==> config.mk <==
export PLATFORM = sky130hd
export DESIGN_NAME = rab_slice_regs
export DESIGN_NICKNAME = d
export VERILOG_FILES = /design/src/rtl/rab_pkg.sv /design/src/rtl/rab_slice_regs.sv
export VERILOG_INCLUDE_DIRS = /design/src /design/src/rtl
export SDC_FILE = /design/constraint.sdc
export NUM_CORES = 1
export LEC_CHECK = 0
export ABC_AREA = 1
export ABC_CLOCK_PERIOD_IN_PS = 1100
export BUFFER_PORTS_ARGS = -buffer_cell sky130_fd_sc_hd__buf_2
export CAP_MARGIN = 20
export CELL_PAD_IN_SITES_DETAIL_PLACEMENT = 0
export CELL_PAD_IN_SITES_GLOBAL_PLACEMENT = 1
export CORE_AREA = 10 10 421 423
export DETAILED_ROUTE_END_ITERATION = 6
export DIE_AREA = 0 0 431 433
export PLACE_DENSITY_LB_ADDON = 0.1
export SLEW_MARGIN = 20
export SYNTH_ARGS = -nofsm -noshare
export SYNTH_HDL_FRONTEND = slang
export SYNTH_SLANG_ARGS = --single-unit
==> constraint.sdc <==
create_clock -name Clk_CI -period 1.1 [get_ports Clk_CI]
set_input_delay 0.165 -clock Clk_CI [delete_from_list [all_inputs] [get_ports Clk_CI]]
set_output_delay 0.165 -clock Clk_CI [all_outputs]
set_load 0.01 [all_outputs]
==> src/rtl/rab_cfg.svh <==
`ifndef RAB_CFG_SVH
`define RAB_CFG_SVH

// four L1 slices, four config registers each
`define RAB_N_SLICES 4

`define RAB_VIRT_AW  32
`define RAB_PHYS_AW  40

`define RAB_CFG_DW   64
`define RAB_CFG_AW   4

// AXI request fields, 64 bit data bus
`define RAB_LEN_W    8
`define RAB_SIZE_W   3
`define RAB_CTRL_W   6

// bit positions in the flags register
`define RAB_FLAG_EN  0
`define RAB_FLAG_RD  1
`define RAB_FLAG_WR  2
`define RAB_FLAG_COH 3

`endif

==> src/rtl/rab_pkg.sv <==
`include "rab_cfg.svh"

package rab_pkg;

  typedef logic [`RAB_VIRT_AW-1:0]  virt_addr_t;
  typedef logic [`RAB_PHYS_AW-1:0]  phys_addr_t;

  typedef logic [`RAB_CFG_DW-1:0]   cfg_word_t;
  typedef logic [`RAB_CFG_AW-1:0]   cfg_addr_t;

  typedef logic [`RAB_LEN_W-1:0]    burst_len_t;
  typedef logic [`RAB_SIZE_W-1:0]   burst_size_t;
  typedef logic [`RAB_CTRL_W-1:0]   ctrl_t;    // AXI user bits

  typedef logic [`RAB_N_SLICES-1:0] slice_vec_t;

  // IDLE evaluates, RESP pulses accept or drop, WAIT_SENT holds until
  // the burst has been forwarded
  typedef enum logic [1:0] {
    IDLE,
    RESP,
    WAIT_SENT
  } rab_state_e;

endpackage

==> src/rtl/rab_slice_regs.sv <==
`timescale 1ns/1ps

`include "rab_cfg.svh"

module rab_slice_regs import rab_pkg::*;
(
  input  logic      Clk_CI,
  input  logic      Rst_RBI,

  input  logic      cfg_we,
  input  cfg_addr_t cfg_addr,
  input  cfg_word_t cfg_wdata,

  // index 4s+f: start, end, offset, flags of slice s
  output cfg_word_t [4*`RAB_N_SLICES-1:0] slice_cfg
);

  logic [4*`RAB_N_SLICES-1:0] reg_we;

  // one-hot write enable per register
  always_comb
  begin
    for (int i = 0; i < 4*`RAB_N_SLICES; i++)
    begin
      reg_we[i] = cfg_we && (cfg_addr == cfg_addr_t'(i));
    end
  end

  // all zero after reset, so every slice starts disabled
  always_ff @(posedge Clk_CI or negedge Rst_RBI)
  begin
    if (!Rst_RBI)
    begin
      slice_cfg <= '0;
    end
    else
    begin
      for (int i = 0; i < 4*`RAB_N_SLICES; i++)
      begin
        if (reg_we[i])
          slice_cfg[i] <= cfg_wdata;
      end
    end
  end

endmodule

==> metrics.cfg, run 1 <==
[clock_network]
cts_root_buf = clkbuf_16
cts_tree = yes
cts_inserted_buffers = 120
clock-sinks = 1024
cts.path.max_buffers = 3
clkTransAtPathRegs_ns = 0.06
clk_latency_ns = 0.72
htree_levels = 3

[sta]
setup_viol = 1186
fmax_ghz = 0.642
post-route-period-util = 1.42
final.setup.tns_ns = -349.80
clock_skew_ns = 0
slew_violations = 0
setup_slack_ns = -0.458
layout_min_cycle_time_ns = 1.56
hold_viol = 0
rsz0062_at_grt = yes
worst_pin_slew_ns = 0.552
slew_headroom = 0.632

[placement]
numPortBuffers = 1094
hpwl_um = 169000
globalplace.congestion = 0.824
place_inst = 8067

[worst_hold_path]
hp-class = input pin to flip-flop

[floorplan]
initial_core_util = 0.250
core_area_sq_mm = 0.169
pin_count = 1095
dieArea_sq_mm = 0.187
row_count = 151
die_width_um = 431
chipHeight_um = 433

[drt]
drc = 0
wl_per_cell_um = 27.1
route.vias.total = 40300
drt_pass1_iterations = 5
drt-initial-drc-count = 3331
via_per_inst = 4.56
ant_nets = 0
drt_wl_total_um = 240000

[synthesis]
synth_area_leaders = dfrtp_1, nand2_1, nand4_1, o21bai_1, clkbuf_1
yosys.area.top_type_share = 0.607
ys_ff_latch = 1024
synth_common_cells = nand2_1, dfrtp_1, nand4_1, clkbuf_1, inv_1
syn_area_sq_mm = 0.0422
synth-async-reset-ratio = 1.00
yosys_warnings = 0
synth_cell_types = 13
synth_most_common_cell = nand2_1
ys.flop_type = dfrtp_1
postSynthAreaPerCell_sq_um = 8.70
synthCells = 4854
synth_seq_area_share = 0.607
syn_nets = 4925
synth_edf_count = 0
synth_top_area_cell = dfrtp_1

[cells_and_area]
largest_reg_flops = 1024
area_growth_pct = 59.4
top_register = slice_cfg
largestRegisters = slice_cfg (1024)
nets = 6596
drive_above_1_share = 0.330
multi_input_area_sq_mm = 0.0140
fill_cells = 17100
stdcell_count = 8843
regArea_sq_mm = 0.0256

[global_route]
grt_max_degree = 92
grt_pass1_vias = 40300
grt_pass1_wl_um = 332000
grtUsageTotal = 0.247
antenna_found_initial = 15
grt.overflow.total = 0

[worst_setup_path]
critPathBufInv = 2
arrival_ns = 1.39
cpLargestDelayFamily = flip-flops
crit_required_ns = 0.94
startpoint_type = flip-flop
cpPeakStageDelay_ns = 0.40
reg2reg_setup_slack_ns = 0.15
critPathSlowestCell = dfrtp_1
path_max_fanout = 2
path_class = flip-flop to output port
crit_chain = buf_12 -> buf_6
crit_path_end_kind = output port

[power]
p_per_area_mw_per_mm2 = 2050
ir_worst_vdd_v = 0.00148
leakage_nw = 35.7

[job]
cap_violations = 0

[run_status]
status = complete, but fails checks
violations = negative setup slack

## repair_timing
item                       4_1_cts  5_1_grt
setup endpoints to repair     1024     1584
resized for setup             1081      160
hold buffers                    68        1
buffers inserted               261      225
hold endpoints to repair      2025        5
## report_power, final
group | internal (mW) | total (mW) | switching [mW]
sequential | 45.8 | 52.5 | 6.75
combinational | 22.4 | 43.9 | 21.4
clock | 24.3 | 41.7 | 17.4
## cell usage in the layout, fill, tap and decap left out, types with 7 or more instances in the layout
cell	Yosys	routed
buf_2	83	337
buf_12	0	200
buf_6	0	755
clkbuf_8	0	40
dlygate4sd3_1	0	68
dfrtp_1	1024	1006
nor2_4	0	15
buf_4	0	648
clkbuf_1	298	23
o21bai_1	256	256
clkinv_2	0	21
bufinv_16	0	7
dfrtp_2	0	18
nand2_1	2375	2370
nand4_1	448	448
clkbuf_16	0	120
nand3_4	0	11
inv_1	262	261
## worst min-delay path: stages
cell	delay [ns]
buf_8	0.12
buf_4	0.14
buf_4	0.17
nand4_1	0.09
nand2_1	0.05
## routing by layer
| metal | vias up | global-route usage | wire (um) |
|---|---|---|---|
| li1 | 18600 | - | - |
| met1 | 20200 | 0.305 | 98800 |
| met2 | 1204 | 0.414 | 116000 |
| met3 | 308 | 0.0524 | 13700 |
| met4 | 2 | 0.108 | 11300 |
| met5 | - | 0 | 9 |
## path summary, 6_finish.rpt
kind                                            start                    endpoint  depth (start not counted)
hold reg to reg            slice_cfg[182]$_DFFE_PN0P_  slice_cfg[182]$_DFFE_PN0P_                          2
max in group asynchronous                     Rst_RBI  slice_cfg[514]$_DFFE_PN0P_                          4
min in group asynchronous                     Rst_RBI  slice_cfg[181]$_DFFE_PN0P_                          4
hold / removal                                 cfg_we  slice_cfg[127]$_DFFE_PN0P_                          5
setup reg to reg           slice_cfg[688]$_DFFE_PN0P_  slice_cfg[688]$_DFFE_PN0P_                          5
setup / recovery           slice_cfg[321]$_DFFE_PN0P_              slice_cfg[321]                          2
## cell type report
class | count | share of cell area
sequential | 1024 | 0.381
timing repair buffer | 2010 | 0.294
multi-input combinational | 3106 | 0.209
clock buffer | 183 | 0.0541
tap | 2218 | 0.0412
inverter | 263 | 0.0147
clock inverter | 33 | 0.00628
antenna | 6 | 0.000223
## metrics by stage
| step | power, mW | setup slack (ns) | utilization | hold slack (ns) | cell area (sq um) |
|---|---|---|---|---|---|
| 2_1_floorplan | 63.0 | -0.126 | - | -0.131 | 42300 |
| 3_3_place_gp | 83.4 | -0.581 | 0.321 | 0.112 | 54100 |
| 3_5_place_dp | 83.6 | -0.576 | 0.321 | 0.115 | 54100 |
| 4_1_cts | 136 | -0.549 | 0.383 | 0.0141 | 64600 |
| 5_1_grt | 144 | -0.513 | 0.399 | 0.0513 | 67300 |
| 6_report | 138 | -0.458 | 0.399 | 0.0635 | 67300 |
## logic make-up (layout without fill, tap and decap cells)
logic type	Yosys count	after routing	share of synthesized area
and+or+nand+nor	2850	2850	0.281
DFF	1024	1024	0.607
buffers and inverters	724	2489	0.0669
AOI/OAI and AO/OA	256	256	0.0455
other	0	6	0
(Power assumes the default switching activity.)
==> inputs of run 2 (changes only) <==
Settings changed: ABC_CLOCK_PERIOD_IN_PS 1100 to 1500, SKIP_CTS_REPAIR_TIMING set to 1.
Clock period 1.1 ns to 1.5 ns, I/O delays scaled along.
==> run 2 against run 1 <==
Against the previous run:
- the flow still finishes with violations (negative setup slack)
- worst hold slack better by 0.0019 ns
- non-clock buffer count shrank 139
- die area stayed put
- sequential share of layout area is 0.73 points higher
- first-iteration DRC count down 4.5%
- clock skew stayed put
- combinational power shrank 29%
- via count fell by 0.60%
- register-to-register slack gained 0.44 ns
- critical path depth fell by 1
- routed wire length up 0.63%
- sequential power is 26% lower
- critical path type unchanged
- largest cell class unchanged
- largest power group unchanged
==> metrics.cfg, run 2 (same netlist as run 1, synthesis figures left out) <==
[floorplan]
initial_core_util = 0.250  ; unchanged
dieArea_sq_mm = 0.187  ; unchanged
die_width_um = 431  ; unchanged
pin_count = 1095  ; unchanged
core_area_sq_mm = 0.169  ; unchanged
chipHeight_um = 433  ; unchanged
row_count = 151  ; unchanged

[global_route]
grt_max_degree = 92  ; unchanged
grt_pass1_vias = 38200  ; -5.2%
grtUsageTotal = 0.245  ; -0.00134
grt_pass1_wl_um = 327000  ; -1.7%
grt.overflow.total = 0  ; unchanged
antenna_found_initial = 19  ; +4

[sta]
slew_violations = 0  ; unchanged
hold_slack_ns = 0.0654  ; +0.00192 ns
worst_pin_slew_ns = 0.668  ; +0.116 ns
slew_headroom = 0.555  ; -0.0773
setup_slack_ns = -0.114  ; +0.344 ns
setup_viol = 938  ; -21%
fmax_ghz = 0.620
post-route-period-util = 1.08
clock_skew_ns = 0  ; unchanged
hold_viol = 0  ; unchanged
rsz0062_at_grt = yes
layout_min_cycle_time_ns = 1.61
final.setup.tns_ns = -23.92  ; +325.88 ns

[drt]
route.vias.total = 40100  ; -0.60%
drc = 0  ; unchanged
ant_nets = 0  ; unchanged
via_per_inst = 4.60  ; +0.86%
drt_wl_total_um = 241000  ; +0.63%
wl_per_cell_um = 27.7  ; +2.1%
drt-initial-drc-count = 3180  ; -4.5%
drt_pass1_iterations = 5  ; unchanged

[cells_and_area]
drive_above_1_share = 0.316  ; -0.0139
final_common_cell = nand2_1
largestRegisters = slice_cfg (1024)
top_register = slice_cfg
layout_common_cells = nand2_1, dfrtp_1, buf_6
largest_reg_flops = 1024  ; unchanged
area_growth_pct = 56.4
stdcell_count = 8715  ; -1.4%
fill_cells = 17000  ; -0.15%
nets = 6467  ; -2.0%

[worst_setup_path]
cpLargestDelayFamily = flip-flops
path_class = flip-flop to output port
critPathSlowestCell = dfrtp_1
crit_chain = buf_2
path_max_fanout = 2  ; unchanged
crit_required_ns = 1.27  ; +0.33 ns
cpPeakStageDelay_ns = 0.46  ; +0.06 ns
crit_path_end_kind = output port
startpoint_type = flip-flop
critPathBufInv = 1  ; -1
arrival_ns = 1.39  ; about the same

[job]
cap_violations = 0  ; unchanged

[placement]
globalplace.congestion = 0.825  ; +0.15%
place_inst = 8018  ; -0.61%
hpwl_um = 165000  ; -2.3%
numPortBuffers = 1094  ; unchanged

[clock_network]
clk_latency_ns = 0.76  ; +0.04 ns
cts.path.max_buffers = 3  ; unchanged
cts_tree = yes
cts_root_buf = clkbuf_16
cts_inserted_buffers = 130  ; +8.3%
clock-sinks = 1024  ; unchanged
clkTransAtPathRegs_ns = 0.06  ; about the same
htree_levels = 4  ; +1

[power]
leakage_nw = 34.9  ; -2.2%
ir_worst_vdd_v = 0.00109  ; -26%
p_per_area_mw_per_mm2 = 1530  ; -25%
total_power_mw = 101  ; -27%

[worst_hold_path]
hp-class = input pin to flip-flop

[run_status]
status = complete, but fails checks
violations = negative setup slack

==> run 2: path summary, 6_finish.rpt <==
kind	start	to	slack, ns	cells after the start
max	slice_cfg[611]$_DFFE_PN0P_	slice_cfg[611]	-0.11	1
min	cfg_addr[2]	slice_cfg[384]$_DFFE_PN0P_	0.07	4
max reg2reg	slice_cfg[645]$_DFFE_PN0P_	slice_cfg[645]$_DFFE_PN0P_	0.59	4
min reg2reg	slice_cfg[1002]$_DFFE_PN0P_	slice_cfg[1002]$_DFFE_PN0P_	0.47	2
max in group asynchronous	Rst_RBI	slice_cfg[518]$_DFFE_PN0P_	0.53	3
min in group asynchronous	Rst_RBI	slice_cfg[109]$_DFFE_PN0P_	0.09	3
==> run 2: metrics by stage <==
step / util / cell area (sq um) / worst slack, ns
2_1_floorplan: - / 42200 / 0.164
3_3_place_gp: 0.317 / 53400 / -0.189
3_5_place_dp: 0.317 / 53400 / -0.205
4_1_cts: 0.342 / 57700 / -0.251
5_1_grt: 0.392 / 66100 / -0.155
6_report: 0.392 / 66100 / -0.114
==> run 2: layer usage <==
metal | wire length (um) | share of wire | GRT usage
met1 | 98200 | 0.41 | 0.304
met2 | 117000 | 0.48 | 0.407
met3 | 12700 | 0.053 | 0.0459
met4 | 13900 | 0.058 | 0.128
met5 | 0 | 0 | 0
==> run 2: area by class of cell <==
class	instances	area, sq um	share of cell area
antenna	5	12.5	0.000189
clock buffer	198	3860	0.0585
clock inverter	30	418	0.00633
inverter	263	988	0.0150
multi-input combinational	3106	14000	0.213
sequential	1024	25700	0.388
tap	2218	2780	0.0420
timing repair buffer	1871	18300	0.277
==> run 2: where the power goes <==
| part | internal (mW) | switching (mW) |
|---|---|---|
| sequential | 33.6 | 5.10 |
| combinational | 15.6 | 15.4 |
| clock | 18.4 | 13.3 |
| total | 67.6 | 33.8 |
