<file path="src/rtl/rab_cfg.svh">
`ifndef RAB_CFG_SVH
`define RAB_CFG_SVH

// four L1 slices, four config registers each
`define RAB_N_SLICES 4

`define RAB_VIRT_AW  32
`define RAB_PHYS_AW  40

`define RAB_CFG_DW   64
`define RAB_CFG_AW   4

// AXI request fields, 64 bit data bus
`define RAB_LEN_W    8
`define RAB_SIZE_W   3
`define RAB_CTRL_W   6

// bit positions in the flags register
`define RAB_FLAG_EN  0
`define RAB_FLAG_RD  1
`define RAB_FLAG_WR  2
`define RAB_FLAG_COH 3

`endif

</file>
<file path="src/rtl/rab_pkg.sv">
`include "rab_cfg.svh"

package rab_pkg;

  typedef logic [`RAB_VIRT_AW-1:0]  virt_addr_t;
  typedef logic [`RAB_PHYS_AW-1:0]  phys_addr_t;

  typedef logic [`RAB_CFG_DW-1:0]   cfg_word_t;
  typedef logic [`RAB_CFG_AW-1:0]   cfg_addr_t;

  typedef logic [`RAB_LEN_W-1:0]    burst_len_t;
  typedef logic [`RAB_SIZE_W-1:0]   burst_size_t;
  typedef logic [`RAB_CTRL_W-1:0]   ctrl_t;    // AXI user bits

  typedef logic [`RAB_N_SLICES-1:0] slice_vec_t;

  // IDLE evaluates, RESP pulses accept or drop, WAIT_SENT holds until
  // the burst has been forwarded
  typedef enum logic [1:0] {
    IDLE,
    RESP,
    WAIT_SENT
  } rab_state_e;

endpackage

</file>
<file path="src/rtl/rab_lookup_if.sv">
`timescale 1ns/1ps

interface rab_lookup_if import rab_pkg::*; ();

  // selected request
  logic       req_valid;
  logic       select;     // 1: p1, 0: p2
  logic       skip;       // bypass translation
  virt_addr_t addr_min;
  virt_addr_t addr_max;
  logic       write;

  // lookup result, combinational from the current request
  phys_addr_t out_addr;
  logic       coherent;
  logic       no_hit;
  logic       multi_hit;
  logic       no_prot;

  modport arbiter (
    output req_valid, select, skip, addr_min, addr_max, write
  );

  modport matcher (
    input  addr_min, addr_max, write,
    output out_addr, coherent, no_hit, multi_hit, no_prot
  );

  modport fsm (
    input req_valid, select, skip, addr_min, addr_max, write,
    input out_addr, coherent, no_hit, multi_hit, no_prot
  );

endinterface

</file>
<file path="src/rtl/rab_req_arbiter.sv">
`timescale 1ns/1ps

`include "rab_cfg.svh"

module rab_req_arbiter import rab_pkg::*;
(
  input  logic        Clk_CI,
  input  logic        Rst_RBI,

  input  virt_addr_t  p1_addr,
  input  burst_len_t  p1_len,
  input  burst_size_t p1_size,
  input  logic        p1_valid,
  input  logic        p1_write,
  input  ctrl_t       p1_ctrl,

  input  virt_addr_t  p2_addr,
  input  burst_len_t  p2_len,
  input  burst_size_t p2_size,
  input  logic        p2_valid,
  input  logic        p2_write,
  input  ctrl_t       p2_ctrl,

  input  logic        p1_done,   // accept or drop of p1
  input  logic        p2_done,

  rab_lookup_if.arbiter lookup
);

  logic       curr_priority;   // 1 after p1 was served last
  logic       select;
  virt_addr_t p1_max_addr;
  virt_addr_t p2_max_addr;

  // last byte of the burst, start aligned down to the beat size first
  function automatic virt_addr_t burst_end(virt_addr_t addr, burst_len_t len,
                                           burst_size_t size);
    logic [`RAB_SIZE_W-1:0] mask;
    virt_addr_t             align_addr;
    virt_addr_t             burst_bytes;
    case (size)
      3'b001:  mask = 3'b110;
      3'b010:  mask = 3'b100;
      3'b011:  mask = 3'b000;
      default: mask = 3'b111;
    endcase
    align_addr  = {addr[`RAB_VIRT_AW-1:`RAB_SIZE_W], addr[`RAB_SIZE_W-1:0] & mask};
    burst_bytes = (virt_addr_t'(len) + 1) << size;
    return align_addr + burst_bytes - 1;
  endfunction

  always_ff @(posedge Clk_CI or negedge Rst_RBI)
  begin
    if (!Rst_RBI)
      curr_priority <= 1'b0;
    else if (p1_done)
      curr_priority <= 1'b1;
    else if (p2_done)
      curr_priority <= 1'b0;
  end

  // sticky priority, p2 wins unless p1 was served last
  assign select = (curr_priority & p1_valid) | ~p2_valid;

  assign p1_max_addr = burst_end(p1_addr, p1_len, p1_size);
  assign p2_max_addr = burst_end(p2_addr, p2_len, p2_size);

  assign lookup.select    = select;
  assign lookup.req_valid = select ? p1_valid : p2_valid;
  assign lookup.addr_min  = select ? p1_addr : p2_addr;
  assign lookup.addr_max  = select ? p1_max_addr : p2_max_addr;
  assign lookup.write     = select ? p1_write : p2_write;
  assign lookup.skip      = select ? (p1_ctrl == '1) : (p2_ctrl == '1);  // ctrl all ones

endmodule

</file>
<file path="src/flat_wrapper.sv">
// flat-port wrapper written by rule: the top's interface ports become plain ports
module rab_req_arbiter_flat import rab_pkg::*;
  (Clk_CI, Rst_RBI, p1_addr, p1_len, p1_size, p1_valid, p1_write, p1_ctrl, p2_addr, p2_len, p2_size, p2_valid, p2_write, p2_ctrl, p1_done, p2_done, lookup_req_valid, lookup_select, lookup_skip, lookup_addr_min, lookup_addr_max, lookup_write);
  rab_lookup_if lookup_i ();
  input  logic Clk_CI;
  input  logic Rst_RBI;
  input  virt_addr_t p1_addr;
  input  burst_len_t p1_len;
  input  burst_size_t p1_size;
  input  logic p1_valid;
  input  logic p1_write;
  input  ctrl_t p1_ctrl;
  input  virt_addr_t p2_addr;
  input  burst_len_t p2_len;
  input  burst_size_t p2_size;
  input  logic p2_valid;
  input  logic p2_write;
  input  ctrl_t p2_ctrl;
  input  logic p1_done;
  input  logic p2_done;
  output wire logic [$bits(lookup_i.req_valid)-1:0] lookup_req_valid;
  output wire logic [$bits(lookup_i.select)-1:0] lookup_select;
  output wire logic [$bits(lookup_i.skip)-1:0] lookup_skip;
  output wire logic [$bits(lookup_i.addr_min)-1:0] lookup_addr_min;
  output wire logic [$bits(lookup_i.addr_max)-1:0] lookup_addr_max;
  output wire logic [$bits(lookup_i.write)-1:0] lookup_write;
  assign lookup_req_valid = lookup_i.req_valid;
  assign lookup_select = lookup_i.select;
  assign lookup_skip = lookup_i.skip;
  assign lookup_addr_min = lookup_i.addr_min;
  assign lookup_addr_max = lookup_i.addr_max;
  assign lookup_write = lookup_i.write;
  rab_req_arbiter u_core (.Clk_CI(Clk_CI), .Rst_RBI(Rst_RBI), .p1_addr(p1_addr), .p1_len(p1_len), .p1_size(p1_size), .p1_valid(p1_valid), .p1_write(p1_write), .p1_ctrl(p1_ctrl), .p2_addr(p2_addr), .p2_len(p2_len), .p2_size(p2_size), .p2_valid(p2_valid), .p2_write(p2_write), .p2_ctrl(p2_ctrl), .p1_done(p1_done), .p2_done(p2_done), .lookup(lookup_i));
endmodule
</file>
<file path="config.mk">
export PLATFORM = sky130hd
export DESIGN_NAME = rab_req_arbiter_flat
export DESIGN_NICKNAME = d
export VERILOG_FILES = /design/src/rtl/rab_pkg.sv /design/src/rtl/rab_lookup_if.sv /design/src/rtl/rab_req_arbiter.sv /design/src/flat_wrapper.sv
export VERILOG_INCLUDE_DIRS = /design/src /design/src/rtl
export SDC_FILE = /design/constraint.sdc
export NUM_CORES = 1
export LEC_CHECK = 0
export BUFFER_PORTS_ARGS = -buffer_cell sky130_fd_sc_hd__clkbuf_2
export CORE_MARGIN = 1.5
export CORE_UTILIZATION = 59
export CTS_BUF_LIST = sky130_fd_sc_hd__clkbuf_16
export DETAILED_ROUTE_END_ITERATION = 7
export GPL_ROUTABILITY_DRIVEN = 1
export GPL_TIMING_DRIVEN = 0
export PLACE_DENSITY = 0.95
export SLEW_MARGIN = 20
export SYNTH_ARGS = -nofsm -noshare
export SYNTH_HDL_FRONTEND = slang
export SYNTH_SLANG_ARGS = --single-unit
</file>
<file path="constraint.sdc">
create_clock -name Clk_CI -period 12.82 [get_ports Clk_CI]
set_input_delay 2.564 -clock Clk_CI [delete_from_list [all_inputs] [get_ports Clk_CI]]
set_output_delay 2.564 -clock Clk_CI [all_outputs]
set_load 0.02 [all_outputs]
</file>
==> summary by stage <==
Detailed routing
The number of nets still failing antenna checks after routing is 0. In the final routed layout, each cell accounts on average for 15.2 um. After detailed routing, the number of vias per cell comes to 5.95.

The number of DRC markers in iteration 0 is 616. Across all layers, the routed design uses 7,177 vias. The final wirelength is 18,300 um. The first detailed-routing pass ran for 5 iterations. The count of unresolved DRC violations after routing is 0.

STA
The final hold violation count is 0. Summed over all failing endpoints, the final setup total negative slack is 0 ns. The max-slew violation total from the final report came to 0. Derived from the worst setup path, the maximum achievable clock frequency is 0.104 GHz. Hold is met by 0.481 ns.

The number of setup violations in the final report is 0. Dividing the final minimum period by the clock period gives 74.9%. The relative slew slack is 51.7%.

On the final layout, the worst clock skew is 0 ns. At the pin with the least slew margin, the transition time is 0.725 ns. Setup repair after global routing left no endpoint under its margin. The shortest period the worst path allows is 9.60 ns.

Yosys
For this run, the leading register cell type out of synthesis is sky130_fd_sc_hd__dfrtp_1. The flop and latch count out of synthesis is 1. The count of flip-flops with a built-in enable after synthesis is 0. Counting every net in the synthesized netlist gives 1,108. In the post-synthesis netlist, the biggest area contributors are sky130_fd_sc_hd__ha_1 20%, sky130_fd_sc_hd__inv_1 8.4%, sky130_fd_sc_hd__a21oi_1 7.0%. The async set-or-reset flop fraction in the synthesized netlist is 100%.

The mean post-synth cell area is 6.35 sq um. The number of synthesis warnings is 0. The cell accounting for the most synthesized area is sky130_fd_sc_hd__ha_1. The area fraction of the dominant cell type after synthesis is 20.4%. By instance count, the leading cell after synthesis is sky130_fd_sc_hd__inv_1.

The cell area that synthesis handed to floorplanning was 0.00575 sq mm. The share of the Yosys chip area taken by registers is 0.435%. The commonest cells after synthesis are 129 x sky130_fd_sc_hd__inv_1, 106 x sky130_fd_sc_hd__nand2_1, 94 x sky130_fd_sc_hd__ha_1, 81 x sky130_fd_sc_hd__a21oi_1, 72 x sky130_fd_sc_hd__o21ai_0. The count of mapped cells out of synthesis is 906.

Synthesis instantiated 68 different standard cells from the library.

Global routing
The number of global-route vias before repair is 6,353. The largest net degree at the start of global routing is 11. Global routing consumed, over all layers together, 34.2% of the routing resources. The initial antenna violation count is 0.

The first global-routing pass estimated 29,000 um of wire. The total overflow reported by the global router is 0.

Setup path
The class of the most critical setup path is primary input to output port. For this design, the slowest cell found on the critical path is sky130_fd_sc_hd__ha_1. The type of origin of the critical path is a primary input. At the worst endpoint, the required time is 10.26 ns. The critical path goes through clkbuf_2 -> and2_1 -> clkbuf_1 -> and2_1 -> a22o_1 -> a211oi_1 -> nor2_1 -> a21oi_1 -> o21ai_0 -> ha_1 -> inv_1 -> ha_1 -> a211o_1 -> o31a_1 -> a31o_1 -> a31o_2 -> a31o_1 -> o221a_2 -> xnor2_1 -> mux2i_1 -> clkbuf_2. The critical path starts at p2_len[0]. In this run the worst path has a maximum fanout of 10. The maximum single-stage delay on the critical path is 0.38 ns. The launch instance of the worst register-to-register path is u_core.curr_priority.

For the worst setup path, the data arrival time is 7.03 ns. STA classifies the critical path endpoint as an output port.

Layout
The sequential cell area is 25.0 sq um. The number of antenna diodes in the final layout is 0. From synthesis to final layout, the design area changed by 17.7%.

The largest registers in the layout are u_core.curr_priority: 1 flops. Counting flops per register, the top entry is u_core.curr_priority. The flip-flop count of the largest register after layout is 1. The non-filler instance count after layout is 1,206. After the last flow step, the layout net total stands at 1,281. In the final layout, the share of cells above drive strength 1 is 18.6%. The number of filler instances in the final layout is 806. The multi-input combinational cells in the finished layout cover a total of 0.00509 sq mm.

Floorplanning
The initialized floorplan defines 35 standard-cell rows. The die covers 0.0104 sq mm. The I/O pin count is 174. The total area inside the core boundary comes to 0.00933 sq mm. The die is 102 um wide. The effective utilization at floorplan is 61.7%. The vertical extent of the die is 102 um.

Power and ir drop
The net load switching power is 316 uW. The final total power is 516 uW. Per report_power, the sequential group accounts for 0.7% of the total. Combinational cells account for 99.3% of the total power. In this run the power density over the cells is 76.1 mW/mm^2. IR analysis of the VDD net gives a maximum drop of 31.0 uV. The share of total power in the clock network is 0%. The cell leakage power is 3.66 nW. The net switching share of the total power is 61.2%. The internal portion of the total power is 200 uW.

CTS
Clock-pin slew was measured on the worst setup and hold paths at 0 ns. The number of hold-repair buffers added at the cts stage is 0. The later pin in the worst-skew pair is clocked with a latency of 0 ns. The quantity of gates resized following cts is 0. The post-CTS setup buffer count is 0.

Place
The congestion estimate from routability-driven global placement came to 1.04. The number of I/O port buffers is 171. After detailed placement, the design holds a cell count of 1,206. Once detailed placement completed, the half-perimeter wirelength came to 15,700 um.

Hold path
The startpoint of the worst hold path is u_core.curr_priority. The worst min-delay path category is register to register.

Run status
The run finished with clean final reports.

Flow run
Across the run, the number of max-cap violations was 0.
## power groups by stage
stage                     Clock (mW)  Sequential, mW  Combinational, mW
final                              0         0.00355              0.512
after global routing               0         0.00358              0.555
after CTS                          0         0.00353              0.500
after detailed placement           0         0.00353              0.497
after global placement             0         0.00353              0.486
after floorplan                    0         0.00351              0.358
## per-stage QoR
step                util [%]  setup slack [ns]  area [sq um]
finish                  72.6              3.22          6770
global route            72.6              2.92          6770
CTS                     72.6              3.27          6770
detailed placement      72.6              3.29          6770
global placement        72.6              3.32          6770
floorplan                  -              3.77          5750
## cells by family (layout without fill, tap and decap cells)
group / count (synthesis) / in the layout / synth area share (%)
flops: 1 / 1 / 0.435
fa+ha+maj: 96 / 96 / 21.1
xor+xnor: 57 / 57 / 8.68
mux: 19 / 19 / 3.41
buf+inv: 170 / 341 / 11.1
simple gates: 277 / 277 / 22.6
compound gates: 286 / 286 / 32.7
## metal layers
metal	global-route usage, %	wire length, um	vias to the layer above
met2	57.6	8230	390
met4	12.4	777	0
met5	0	0	-
met3	2.83	1620	74
met1	45.4	7670	3204
li1	-	-	3509
## area by class of cell
| class | instances | area share [%] |
|---|---|---|
| plain buffers | 40 | 2.22 |
| inverters | 130 | 7.21 |
| repair buffers | 171 | 12.6 |
| well taps | 129 | 2.38 |
| multi-input cells | 735 | 75.2 |
| flip-flops and latches | 1 | 0.370 |
## critical path, delay by kind of cell
family / cells / cell delay (ns)
compound gates: 10 / 2.46
simple gates: 3 / 0.47
mux: 1 / 0.16
fa+ha+maj: 2 / 0.67
xor+xnor: 1 / 0.14
buf+inv: 4 / 0.57
## layout by cell type (no fill, tap or decap), drive strengths merged, types with 3 or more instances in the layout
cell type,Yosys,layout
xor2,28,28
mux2i,14,14
nand2,106,106
nand2b,13,13
a2111o,4,4
buf,4,4
nor3,9,9
nand4,6,6
mux2,5,5
a21oi,82,82
a211oi,11,11
inv,129,129
and2,10,10
clkbuf,36,207
nor2b,13,13
nand3,18,18
a22oi,5,5
a31oi,15,15
a22o,8,8
a311oi,8,8
and3,16,16
o21ai,77,77
ha,94,94
a21o,31,31
or3,4,4
and4,3,3
a31o,5,5
or2,8,8
xnor2,29,29
o21bai,9,9
nor2,63,63
o31ai,6,6
o21a,6,6
## worst paths after layout
path / to / slack [ns] / cells past startpoint
setup / recovery: lookup_addr_max[28] / 3.22 / 21
hold / removal: u_core.curr_priority / 0.48 / 1
setup reg to reg: u_core.curr_priority / 12.18 / 1
hold reg to reg: u_core.curr_priority / 0.48 / 1
max in group asynchronous: u_core.curr_priority / 10.39 / 1
min in group asynchronous: u_core.curr_priority / 2.34 / 1
(Power assumes the default switching activity.)
