[src/rtl/rab_cfg.svh]
`ifndef RAB_CFG_SVH
`define RAB_CFG_SVH

// four L1 slices, four config registers each
`define RAB_N_SLICES 4

`define RAB_VIRT_AW  32
`define RAB_PHYS_AW  40

`define RAB_CFG_DW   64
`define RAB_CFG_AW   4

// AXI request fields, 64 bit data bus
`define RAB_LEN_W    8
`define RAB_SIZE_W   3
`define RAB_CTRL_W   6

// bit positions in the flags register
`define RAB_FLAG_EN  0
`define RAB_FLAG_RD  1
`define RAB_FLAG_WR  2
`define RAB_FLAG_COH 3

`endif

[src/rtl/rab_pkg.sv]
`include "rab_cfg.svh"

package rab_pkg;

  typedef logic [`RAB_VIRT_AW-1:0]  virt_addr_t;
  typedef logic [`RAB_PHYS_AW-1:0]  phys_addr_t;

  typedef logic [`RAB_CFG_DW-1:0]   cfg_word_t;
  typedef logic [`RAB_CFG_AW-1:0]   cfg_addr_t;

  typedef logic [`RAB_LEN_W-1:0]    burst_len_t;
  typedef logic [`RAB_SIZE_W-1:0]   burst_size_t;
  typedef logic [`RAB_CTRL_W-1:0]   ctrl_t;    // AXI user bits

  typedef logic [`RAB_N_SLICES-1:0] slice_vec_t;

  // IDLE evaluates, RESP pulses accept or drop, WAIT_SENT holds until
  // the burst has been forwarded
  typedef enum logic [1:0] {
    IDLE,
    RESP,
    WAIT_SENT
  } rab_state_e;

endpackage

[src/rtl/rab_lookup_if.sv]
`timescale 1ns/1ps

interface rab_lookup_if import rab_pkg::*; ();

  // selected request
  logic       req_valid;
  logic       select;     // 1: p1, 0: p2
  logic       skip;       // bypass translation
  virt_addr_t addr_min;
  virt_addr_t addr_max;
  logic       write;

  // lookup result, combinational from the current request
  phys_addr_t out_addr;
  logic       coherent;
  logic       no_hit;
  logic       multi_hit;
  logic       no_prot;

  modport arbiter (
    output req_valid, select, skip, addr_min, addr_max, write
  );

  modport matcher (
    input  addr_min, addr_max, write,
    output out_addr, coherent, no_hit, multi_hit, no_prot
  );

  modport fsm (
    input req_valid, select, skip, addr_min, addr_max, write,
    input out_addr, coherent, no_hit, multi_hit, no_prot
  );

endinterface

[src/rtl/rab_fsm.sv]
`timescale 1ns/1ps

module rab_fsm import rab_pkg::*;
(
  input  logic       Clk_CI,
  input  logic       Rst_RBI,

  input  logic       p1_sent,
  input  logic       p2_sent,

  rab_lookup_if.fsm  lookup,

  output logic       p1_accept,
  output logic       p1_drop,
  output logic       p2_accept,
  output logic       p2_drop,

  output phys_addr_t out_addr,
  output logic       cache_coherent,

  output logic       int_miss,
  output logic       int_prot,
  output logic       int_multi
);

  rab_state_e state;
  logic       sel_q;      // channel being served

  logic       accept;
  logic       miss;
  logic       multi;
  logic       prot;
  phys_addr_t next_addr;
  logic       next_coherent;

  // decision for the request currently on the lookup interface
  always_comb
  begin
    miss          = 1'b0;
    multi         = 1'b0;
    prot          = 1'b0;
    next_addr     = lookup.out_addr;
    next_coherent = lookup.coherent;
    if (lookup.skip)
    begin
      next_addr     = phys_addr_t'(lookup.addr_min);  // pass through untranslated
      next_coherent = 1'b0;
    end
    else if (lookup.no_hit)
      miss = 1'b1;
    else if (lookup.multi_hit)
      multi = 1'b1;
    else if (!lookup.no_prot)
      prot = 1'b1;
  end

  assign accept = !(miss || multi || prot);

  always_ff @(posedge Clk_CI or negedge Rst_RBI)
  begin
    if (!Rst_RBI)
    begin
      state          <= IDLE;
      sel_q          <= 1'b0;
      p1_accept      <= 1'b0;
      p1_drop        <= 1'b0;
      p2_accept      <= 1'b0;
      p2_drop        <= 1'b0;
      int_miss       <= 1'b0;
      int_prot       <= 1'b0;
      int_multi      <= 1'b0;
      out_addr       <= '0;
      cache_coherent <= 1'b0;
    end
    else
    begin
      // pulses last one cycle
      p1_accept <= 1'b0;
      p1_drop   <= 1'b0;
      p2_accept <= 1'b0;
      p2_drop   <= 1'b0;
      int_miss  <= 1'b0;
      int_prot  <= 1'b0;
      int_multi <= 1'b0;
      case (state)
        IDLE:
        begin
          if (lookup.req_valid)
          begin
            sel_q          <= lookup.select;
            p1_accept      <= lookup.select && accept;
            p1_drop        <= lookup.select && !accept;
            p2_accept      <= !lookup.select && accept;
            p2_drop        <= !lookup.select && !accept;
            int_miss       <= miss;
            int_prot       <= prot;
            int_multi      <= multi;
            out_addr       <= next_addr;
            cache_coherent <= next_coherent;
            state          <= RESP;
          end
        end
        RESP:
          state <= (p1_accept || p2_accept) ? WAIT_SENT : IDLE;
        WAIT_SENT:
        begin
          if (sel_q ? p1_sent : p2_sent)  // burst forwarded
            state <= IDLE;
        end
        default:
          state <= IDLE;
      endcase
    end
  end

endmodule

[src/flat_wrapper.sv]
// flat-port wrapper written by rule: the top's interface ports become plain ports
module rab_fsm_flat import rab_pkg::*;
  (Clk_CI, Rst_RBI, p1_sent, p2_sent, p1_accept, p1_drop, p2_accept, p2_drop, out_addr, cache_coherent, int_miss, int_prot, int_multi, lookup_req_valid, lookup_select, lookup_skip, lookup_addr_min, lookup_addr_max, lookup_write, lookup_out_addr, lookup_coherent, lookup_no_hit, lookup_multi_hit, lookup_no_prot);
  rab_lookup_if lookup_i ();
  input  logic Clk_CI;
  input  logic Rst_RBI;
  input  logic p1_sent;
  input  logic p2_sent;
  output logic p1_accept;
  output logic p1_drop;
  output logic p2_accept;
  output logic p2_drop;
  output phys_addr_t out_addr;
  output logic cache_coherent;
  output logic int_miss;
  output logic int_prot;
  output logic int_multi;
  input wire logic [$bits(lookup_i.req_valid)-1:0] lookup_req_valid;
  input wire logic [$bits(lookup_i.select)-1:0] lookup_select;
  input wire logic [$bits(lookup_i.skip)-1:0] lookup_skip;
  input wire logic [$bits(lookup_i.addr_min)-1:0] lookup_addr_min;
  input wire logic [$bits(lookup_i.addr_max)-1:0] lookup_addr_max;
  input wire logic [$bits(lookup_i.write)-1:0] lookup_write;
  input wire logic [$bits(lookup_i.out_addr)-1:0] lookup_out_addr;
  input wire logic [$bits(lookup_i.coherent)-1:0] lookup_coherent;
  input wire logic [$bits(lookup_i.no_hit)-1:0] lookup_no_hit;
  input wire logic [$bits(lookup_i.multi_hit)-1:0] lookup_multi_hit;
  input wire logic [$bits(lookup_i.no_prot)-1:0] lookup_no_prot;
  assign lookup_i.req_valid = lookup_req_valid;
  assign lookup_i.select = lookup_select;
  assign lookup_i.skip = lookup_skip;
  assign lookup_i.addr_min = lookup_addr_min;
  assign lookup_i.addr_max = lookup_addr_max;
  assign lookup_i.write = lookup_write;
  assign lookup_i.out_addr = lookup_out_addr;
  assign lookup_i.coherent = lookup_coherent;
  assign lookup_i.no_hit = lookup_no_hit;
  assign lookup_i.multi_hit = lookup_multi_hit;
  assign lookup_i.no_prot = lookup_no_prot;
  rab_fsm u_core (.Clk_CI(Clk_CI), .Rst_RBI(Rst_RBI), .p1_sent(p1_sent), .p2_sent(p2_sent), .lookup(lookup_i), .p1_accept(p1_accept), .p1_drop(p1_drop), .p2_accept(p2_accept), .p2_drop(p2_drop), .out_addr(out_addr), .cache_coherent(cache_coherent), .int_miss(int_miss), .int_prot(int_prot), .int_multi(int_multi));
endmodule
[config.mk]
export PLATFORM = sky130hd
export DESIGN_NAME = rab_fsm_flat
export DESIGN_NICKNAME = d
export VERILOG_FILES = /design/src/rtl/rab_pkg.sv /design/src/rtl/rab_lookup_if.sv /design/src/rtl/rab_fsm.sv /design/src/flat_wrapper.sv
export VERILOG_INCLUDE_DIRS = /design/src /design/src/rtl
export SDC_FILE = /design/constraint.sdc
export NUM_CORES = 1
export LEC_CHECK = 0
export BUFFER_PORTS_ARGS = -buffer_cell sky130_fd_sc_hd__clkbuf_2
export CAP_MARGIN = 30
export CELL_PAD_IN_SITES_DETAIL_PLACEMENT = 0
export CELL_PAD_IN_SITES_GLOBAL_PLACEMENT = 1
export CORE_ASPECT_RATIO = 0.5
export CORE_MARGIN = 3
export CORE_UTILIZATION = 33
export CTS_BUF_LIST = sky130_fd_sc_hd__clkbuf_2 sky130_fd_sc_hd__clkbuf_4 sky130_fd_sc_hd__clkbuf_8
export DETAILED_ROUTE_END_ITERATION = 6
export GPL_TIMING_DRIVEN = 1
export PLACE_DENSITY_LB_ADDON = 0.12
export SETUP_SLACK_MARGIN = 0.15
export SLEW_MARGIN = 20
export SYNTH_ARGS = -nofsm -noshare
export SYNTH_HDL_FRONTEND = slang
export SYNTH_SLANG_ARGS = --single-unit
[constraint.sdc]
create_clock -name Clk_CI -period 1.9 [get_ports Clk_CI]
set_clock_uncertainty 0.2 [all_clocks]
set_input_delay 0.095 -clock Clk_CI [delete_from_list [all_inputs] [get_ports Clk_CI]]
set_output_delay 0.095 -clock Clk_CI [all_outputs]
set_load 0.01 [all_outputs]
==> impl.org <==
** Status
- Status :: finished clean

** Timing
- Final Hold Fails :: 0
- Highest attainable clock frequency :: 577.5 MHz
- Max-slew violation count :: 0
- Measured against its own limit, the worst slew margin works out to 64.11%.
- Portion of the clock cycle consumed by the worst path in the final layout :: 91.13%
- Setup repair after global routing could not meet its margin everywhere.
- Final-report setup violation count :: 0
- After layout, the minimum clock period comes to 1.731 ns.
- TNS Setup :: 0 ns
- Worst-Margin Slew :: 0.5384 ns

** Logic synthesis
- The synthesized design contains 51 register bits.
- Averaged over all synthesized cells, the footprint is 15.66 sq um.
- During synthesis, Yosys emitted a total of 0 warnings.
- Yosys mapped the design onto 23 distinct sky130hd cell types.
- The number of nets in the synthesized netlist is 278.
- For this run, the register share of the synthesized area comes to 50.32%.
- Netlist area before placement :: 0.002536 sq mm
- Mapped Cells :: 162

** Power
- Per report_power, the sequential group accounts for 45.2% of the total.
- Per report_power, the clock group accounts for 19.9% of the total.
- The internal portion of the total power is 0.002245 W.
- VDD sags by at most 0.0003198 V.
- Pwr/cell area :: 757.4 mW/mm^2
- The analysis attributes to net switching a power of 0.0009034 W.
- Per report_power, the combinational group accounts for 34.9% of the total.
- In this run the static leakage power is 2.074 nW.
- Sw Ratio :: 28.70%

** Global routing
- Global routing used 15.94% of the available tracks.
- Global-route wire length before repair :: 10650 um
- Pin count of the biggest net entering global routing :: 45
- Vias in the first global route :: 2258
- Remaining global-route overflow :: 0
- Antenna violations before repair :: 0

** Worst hold path
- The tightest min-delay check is of the input port to flop type.

** Clock network
- TritonCTS built the clock tree.
- Clock-pin slew of the registers on the worst-case setup and hold paths :: 0.09 ns
- The clock drives 51 sinks.
- Worst skew pair latency :: 0.30 ns
- In this run, CTS created clock tree buffers numbering 5.
- The root buffer cell chosen for the clock tree is sky130_fd_sc_hd__clkbuf_8.
- Setup Buffers After CTS :: 0
- CTS built an H-tree with a depth of 2.
- The longest clock path from root to sink contains 2 buffers.

** Worst setup path
- Worst flop-to-flop path startpoint :: u_core.state[0]
- Critical Path AT :: 1.72 ns
- Nature of the critical path endpoint :: flop
- In this run the worst path has a maximum fanout of 11.
- The worst register-to-register path ends at u_core.out_addr[15].
- Logic depth of the worst register-to-register path :: 3
- The worst register-to-register path has a setup slack of 0.17 ns.
- Tracing the worst setup path back leads to its startpoint at u_core.state[0].
- At the worst endpoint, the required time is 1.89 ns.
- Critical path's largest stage delay :: 0.53 ns
- The setup path with the least slack is of type flop to flop.
- Worst-path cell with the longest stage delay :: sky130_fd_sc_hd__or3b_4
- Sequence of cells on the critical path :: or3b_4, inv_6, mux2_4
- Following the worst setup path forward leads to its endpoint at u_core.out_addr[15].
- Kind of start point of the critical path :: flop

** Cells and area
- The area growth from synthesis to layout is 63.89%.
- Fraction of final layout cells sized beyond drive strength 1 :: 55.47%
- Commonest non-fill, non-tap cell in the layout :: sky130_fd_sc_hd__clkbuf_2
- Leaving out fill and tap cells, the most frequent cells in the layout are sky130_fd_sc_hd__clkbuf_2 (130), sky130_fd_sc_hd__dlygate4sd3_1 (80), sky130_fd_sc_hd__dfrtp_1 (51).
- Nets :: 490
- Number of inserted filler cells in the final layout :: 597
- Antenna cells :: 0
- The finished cells cover 0.004156 sq mm.

** Routing
- Number of antenna-violating nets in the routed design :: 0
- Summing over every cut layer, the via total after detailed routing is 2047.
- Routed wire length :: 6904 um
- The first detailed-routing pass ran for 4 iterations.
- For this run, design rule violations remaining after detail routing come to 0.
- Routed wire per std cell :: 14.78 um
- Via-per-instance ratio :: 4.383
- Count of routing violations after the opening detailed-route iteration :: 51

** Placed design
- Routability-driven placement finished with a final weighted congestion of 0.7227.
- Detailed-placement wirelength estimate :: 3950 um
- Count of port buffers added during placement :: 130
- Summing all placed instances gives a cell area of 0.003239 sq mm.

** Flow run
- Count of max-cap constraint violations :: 0

** Die
- The floorplan has 21 rows.
- Once the floorplan was initialized, standard cells occupied 35.88% of the core.
- The floorplan step defined a die boundary enclosing 0.008837 sq mm.
- Y dimension of the die :: 67.99 um
- Top-level port count :: 164
- The core region is 0.007068 sq mm.
- In this run the horizontal extent of the chip is 130.0 um.
## cell families (layout without fill, tap and decap cells)
logic type,after synthesis,count (layout),synth area share (%)
multiplexers,75,75,37.74
flip-flops,51,51,50.32
AND/OR/NAND/NOR,20,20,5.279
buffers and inverters,13,226,5.821
AO/OA/AOI/OAI,3,3,0.8387
## worst min path at each step
stage / startpoint / to / slack, ns / cells after the start
4_1_cts: lookup_skip / u_core.int_multi / 0.05 / 3
6_report: lookup_skip / u_core.int_multi / 0.07 / 3
3_3_place_gp: Rst_RBI / u_core.out_addr[33] / -0.09 / 1
5_1_grt: lookup_skip / u_core.int_multi / 0.06 / 3
3_5_place_dp: Rst_RBI / u_core.out_addr[33] / -0.09 / 1
2_1_floorplan: Rst_RBI / u_core.cache_coherent / -0.40 / 0
## Yosys cell counts
master	number	share of area [%]
sky130_fd_sc_hd__or3b_1	1	0.35
sky130_fd_sc_hd__nor4b_1	1	0.35
sky130_fd_sc_hd__dfrtp_1	51	50
sky130_fd_sc_hd__mux2_2	32	14
sky130_fd_sc_hd__and4_1	2	0.69
sky130_fd_sc_hd__and3_1	1	0.25
sky130_fd_sc_hd__buf_2	4	0.79
sky130_fd_sc_hd__nand2b_1	2	0.49
sky130_fd_sc_hd__inv_1	2	0.30
sky130_fd_sc_hd__or3_1	1	0.25
sky130_fd_sc_hd__mux2_4	30	18
sky130_fd_sc_hd__mux2_1	13	5.8
sky130_fd_sc_hd__nor2b_1	9	2.2
sky130_fd_sc_hd__buf_8	1	0.59
sky130_fd_sc_hd__nor3_1	1	0.20
sky130_fd_sc_hd__clkinv_16	1	1.2
sky130_fd_sc_hd__or3b_2	1	0.35
sky130_fd_sc_hd__buf_12	3	2.4
sky130_fd_sc_hd__buf_1	1	0.15
sky130_fd_sc_hd__nor2_1	1	0.15
sky130_fd_sc_hd__buf_6	1	0.44
sky130_fd_sc_hd__a211oi_1	2	0.59
sky130_fd_sc_hd__o22ai_1	1	0.25
## critical path, delay by kind of cell (launching register included)
family | cells | cell delay [ns]
buffers and inverters | 1 | 0.19
DFF | 1 | 0.39
muxes | 1 | 0.31
and+or+nand+nor | 1 | 0.53
## power by group through the flow
| stage | registers [W] | logic, W | clock network (W) |
|---|---|---|---|
| after global routing | 0.00146 | 0.00119 | 0.000714 |
| final | 0.00142 | 0.00110 | 0.000626 |
| after global placement | 0.00143 | 0.000945 | 0 |
| after CTS | 0.00142 | 0.00110 | 0.000666 |
| after detailed placement | 0.00145 | 0.000950 | 0 |
| after floorplan | 0.00154 | 0.000490 | 0 |
## flip-flops by register name, summed over array words and instances (netlist names)
name	flops
u_core.p1_drop	1
u_core.state	2
u_core.int_prot	1
u_core.out_addr	40
u_core.sel_q	1
u_core.int_miss	1
u_core.p1_accept	1
u_core.cache_coherent	1
u_core.p2_accept	1
u_core.int_multi	1
u_core.p2_drop	1
## per-stage QoR
stage	std cells	util, %	worst slack [ns]	hold WS [ns]	total power (W)
after floorplan	162	-	0.2005	-0.4006	0.002027
after global placement	377	45.83	0.05082	-0.09314	0.002378
final	467	58.81	0.1685	0.06602	0.003148
after detailed placement	377	45.83	0.03647	-0.09035	0.002397
after global routing	467	58.81	0.1373	0.05814	0.003357
after CTS	466	58.68	0.1520	0.05080	0.003192
## layer usage
metal | routed length [um] | share of wire [%] | up-vias | GRT usage, %
li1 | - | - | 993 | -
met1 | 2831 | 41 | 977 | 16.88
met2 | 3531 | 51 | 66 | 31.03
met3 | 438 | 6.3 | 11 | 4.910
met4 | 102 | 1.5 | 0 | 4.793
met5 | 0 | 0 | - | 0
## area by class of cell
| cell class | instances | area [sq um] | share of cell area [%] |
|---|---|---|---|
| inverter | 3 | 37.54 | 0.9031 |
| clock inverter | 1 | 5.005 | 0.1204 |
| timing repair inverter | 2 | 25.02 | 0.6020 |
| multi-input combinational | 98 | 1115 | 26.82 |
| timing repair buffer | 213 | 1499 | 36.06 |
| sequential | 51 | 1276 | 30.70 |
| clock buffer | 7 | 83.83 | 2.017 |
| tap | 92 | 115.1 | 2.769 |
## repair_timing
item / CTS / global route
hold buffers: 80 / 0
pin swaps: 0 / 1
endpoints found under the setup margin: 42 / 19
endpoints found under the hold margin: 101 / 0
gates cloned: 1 / 1
resized for setup: 1 / 0
Power figures use the tool's default switching activity.
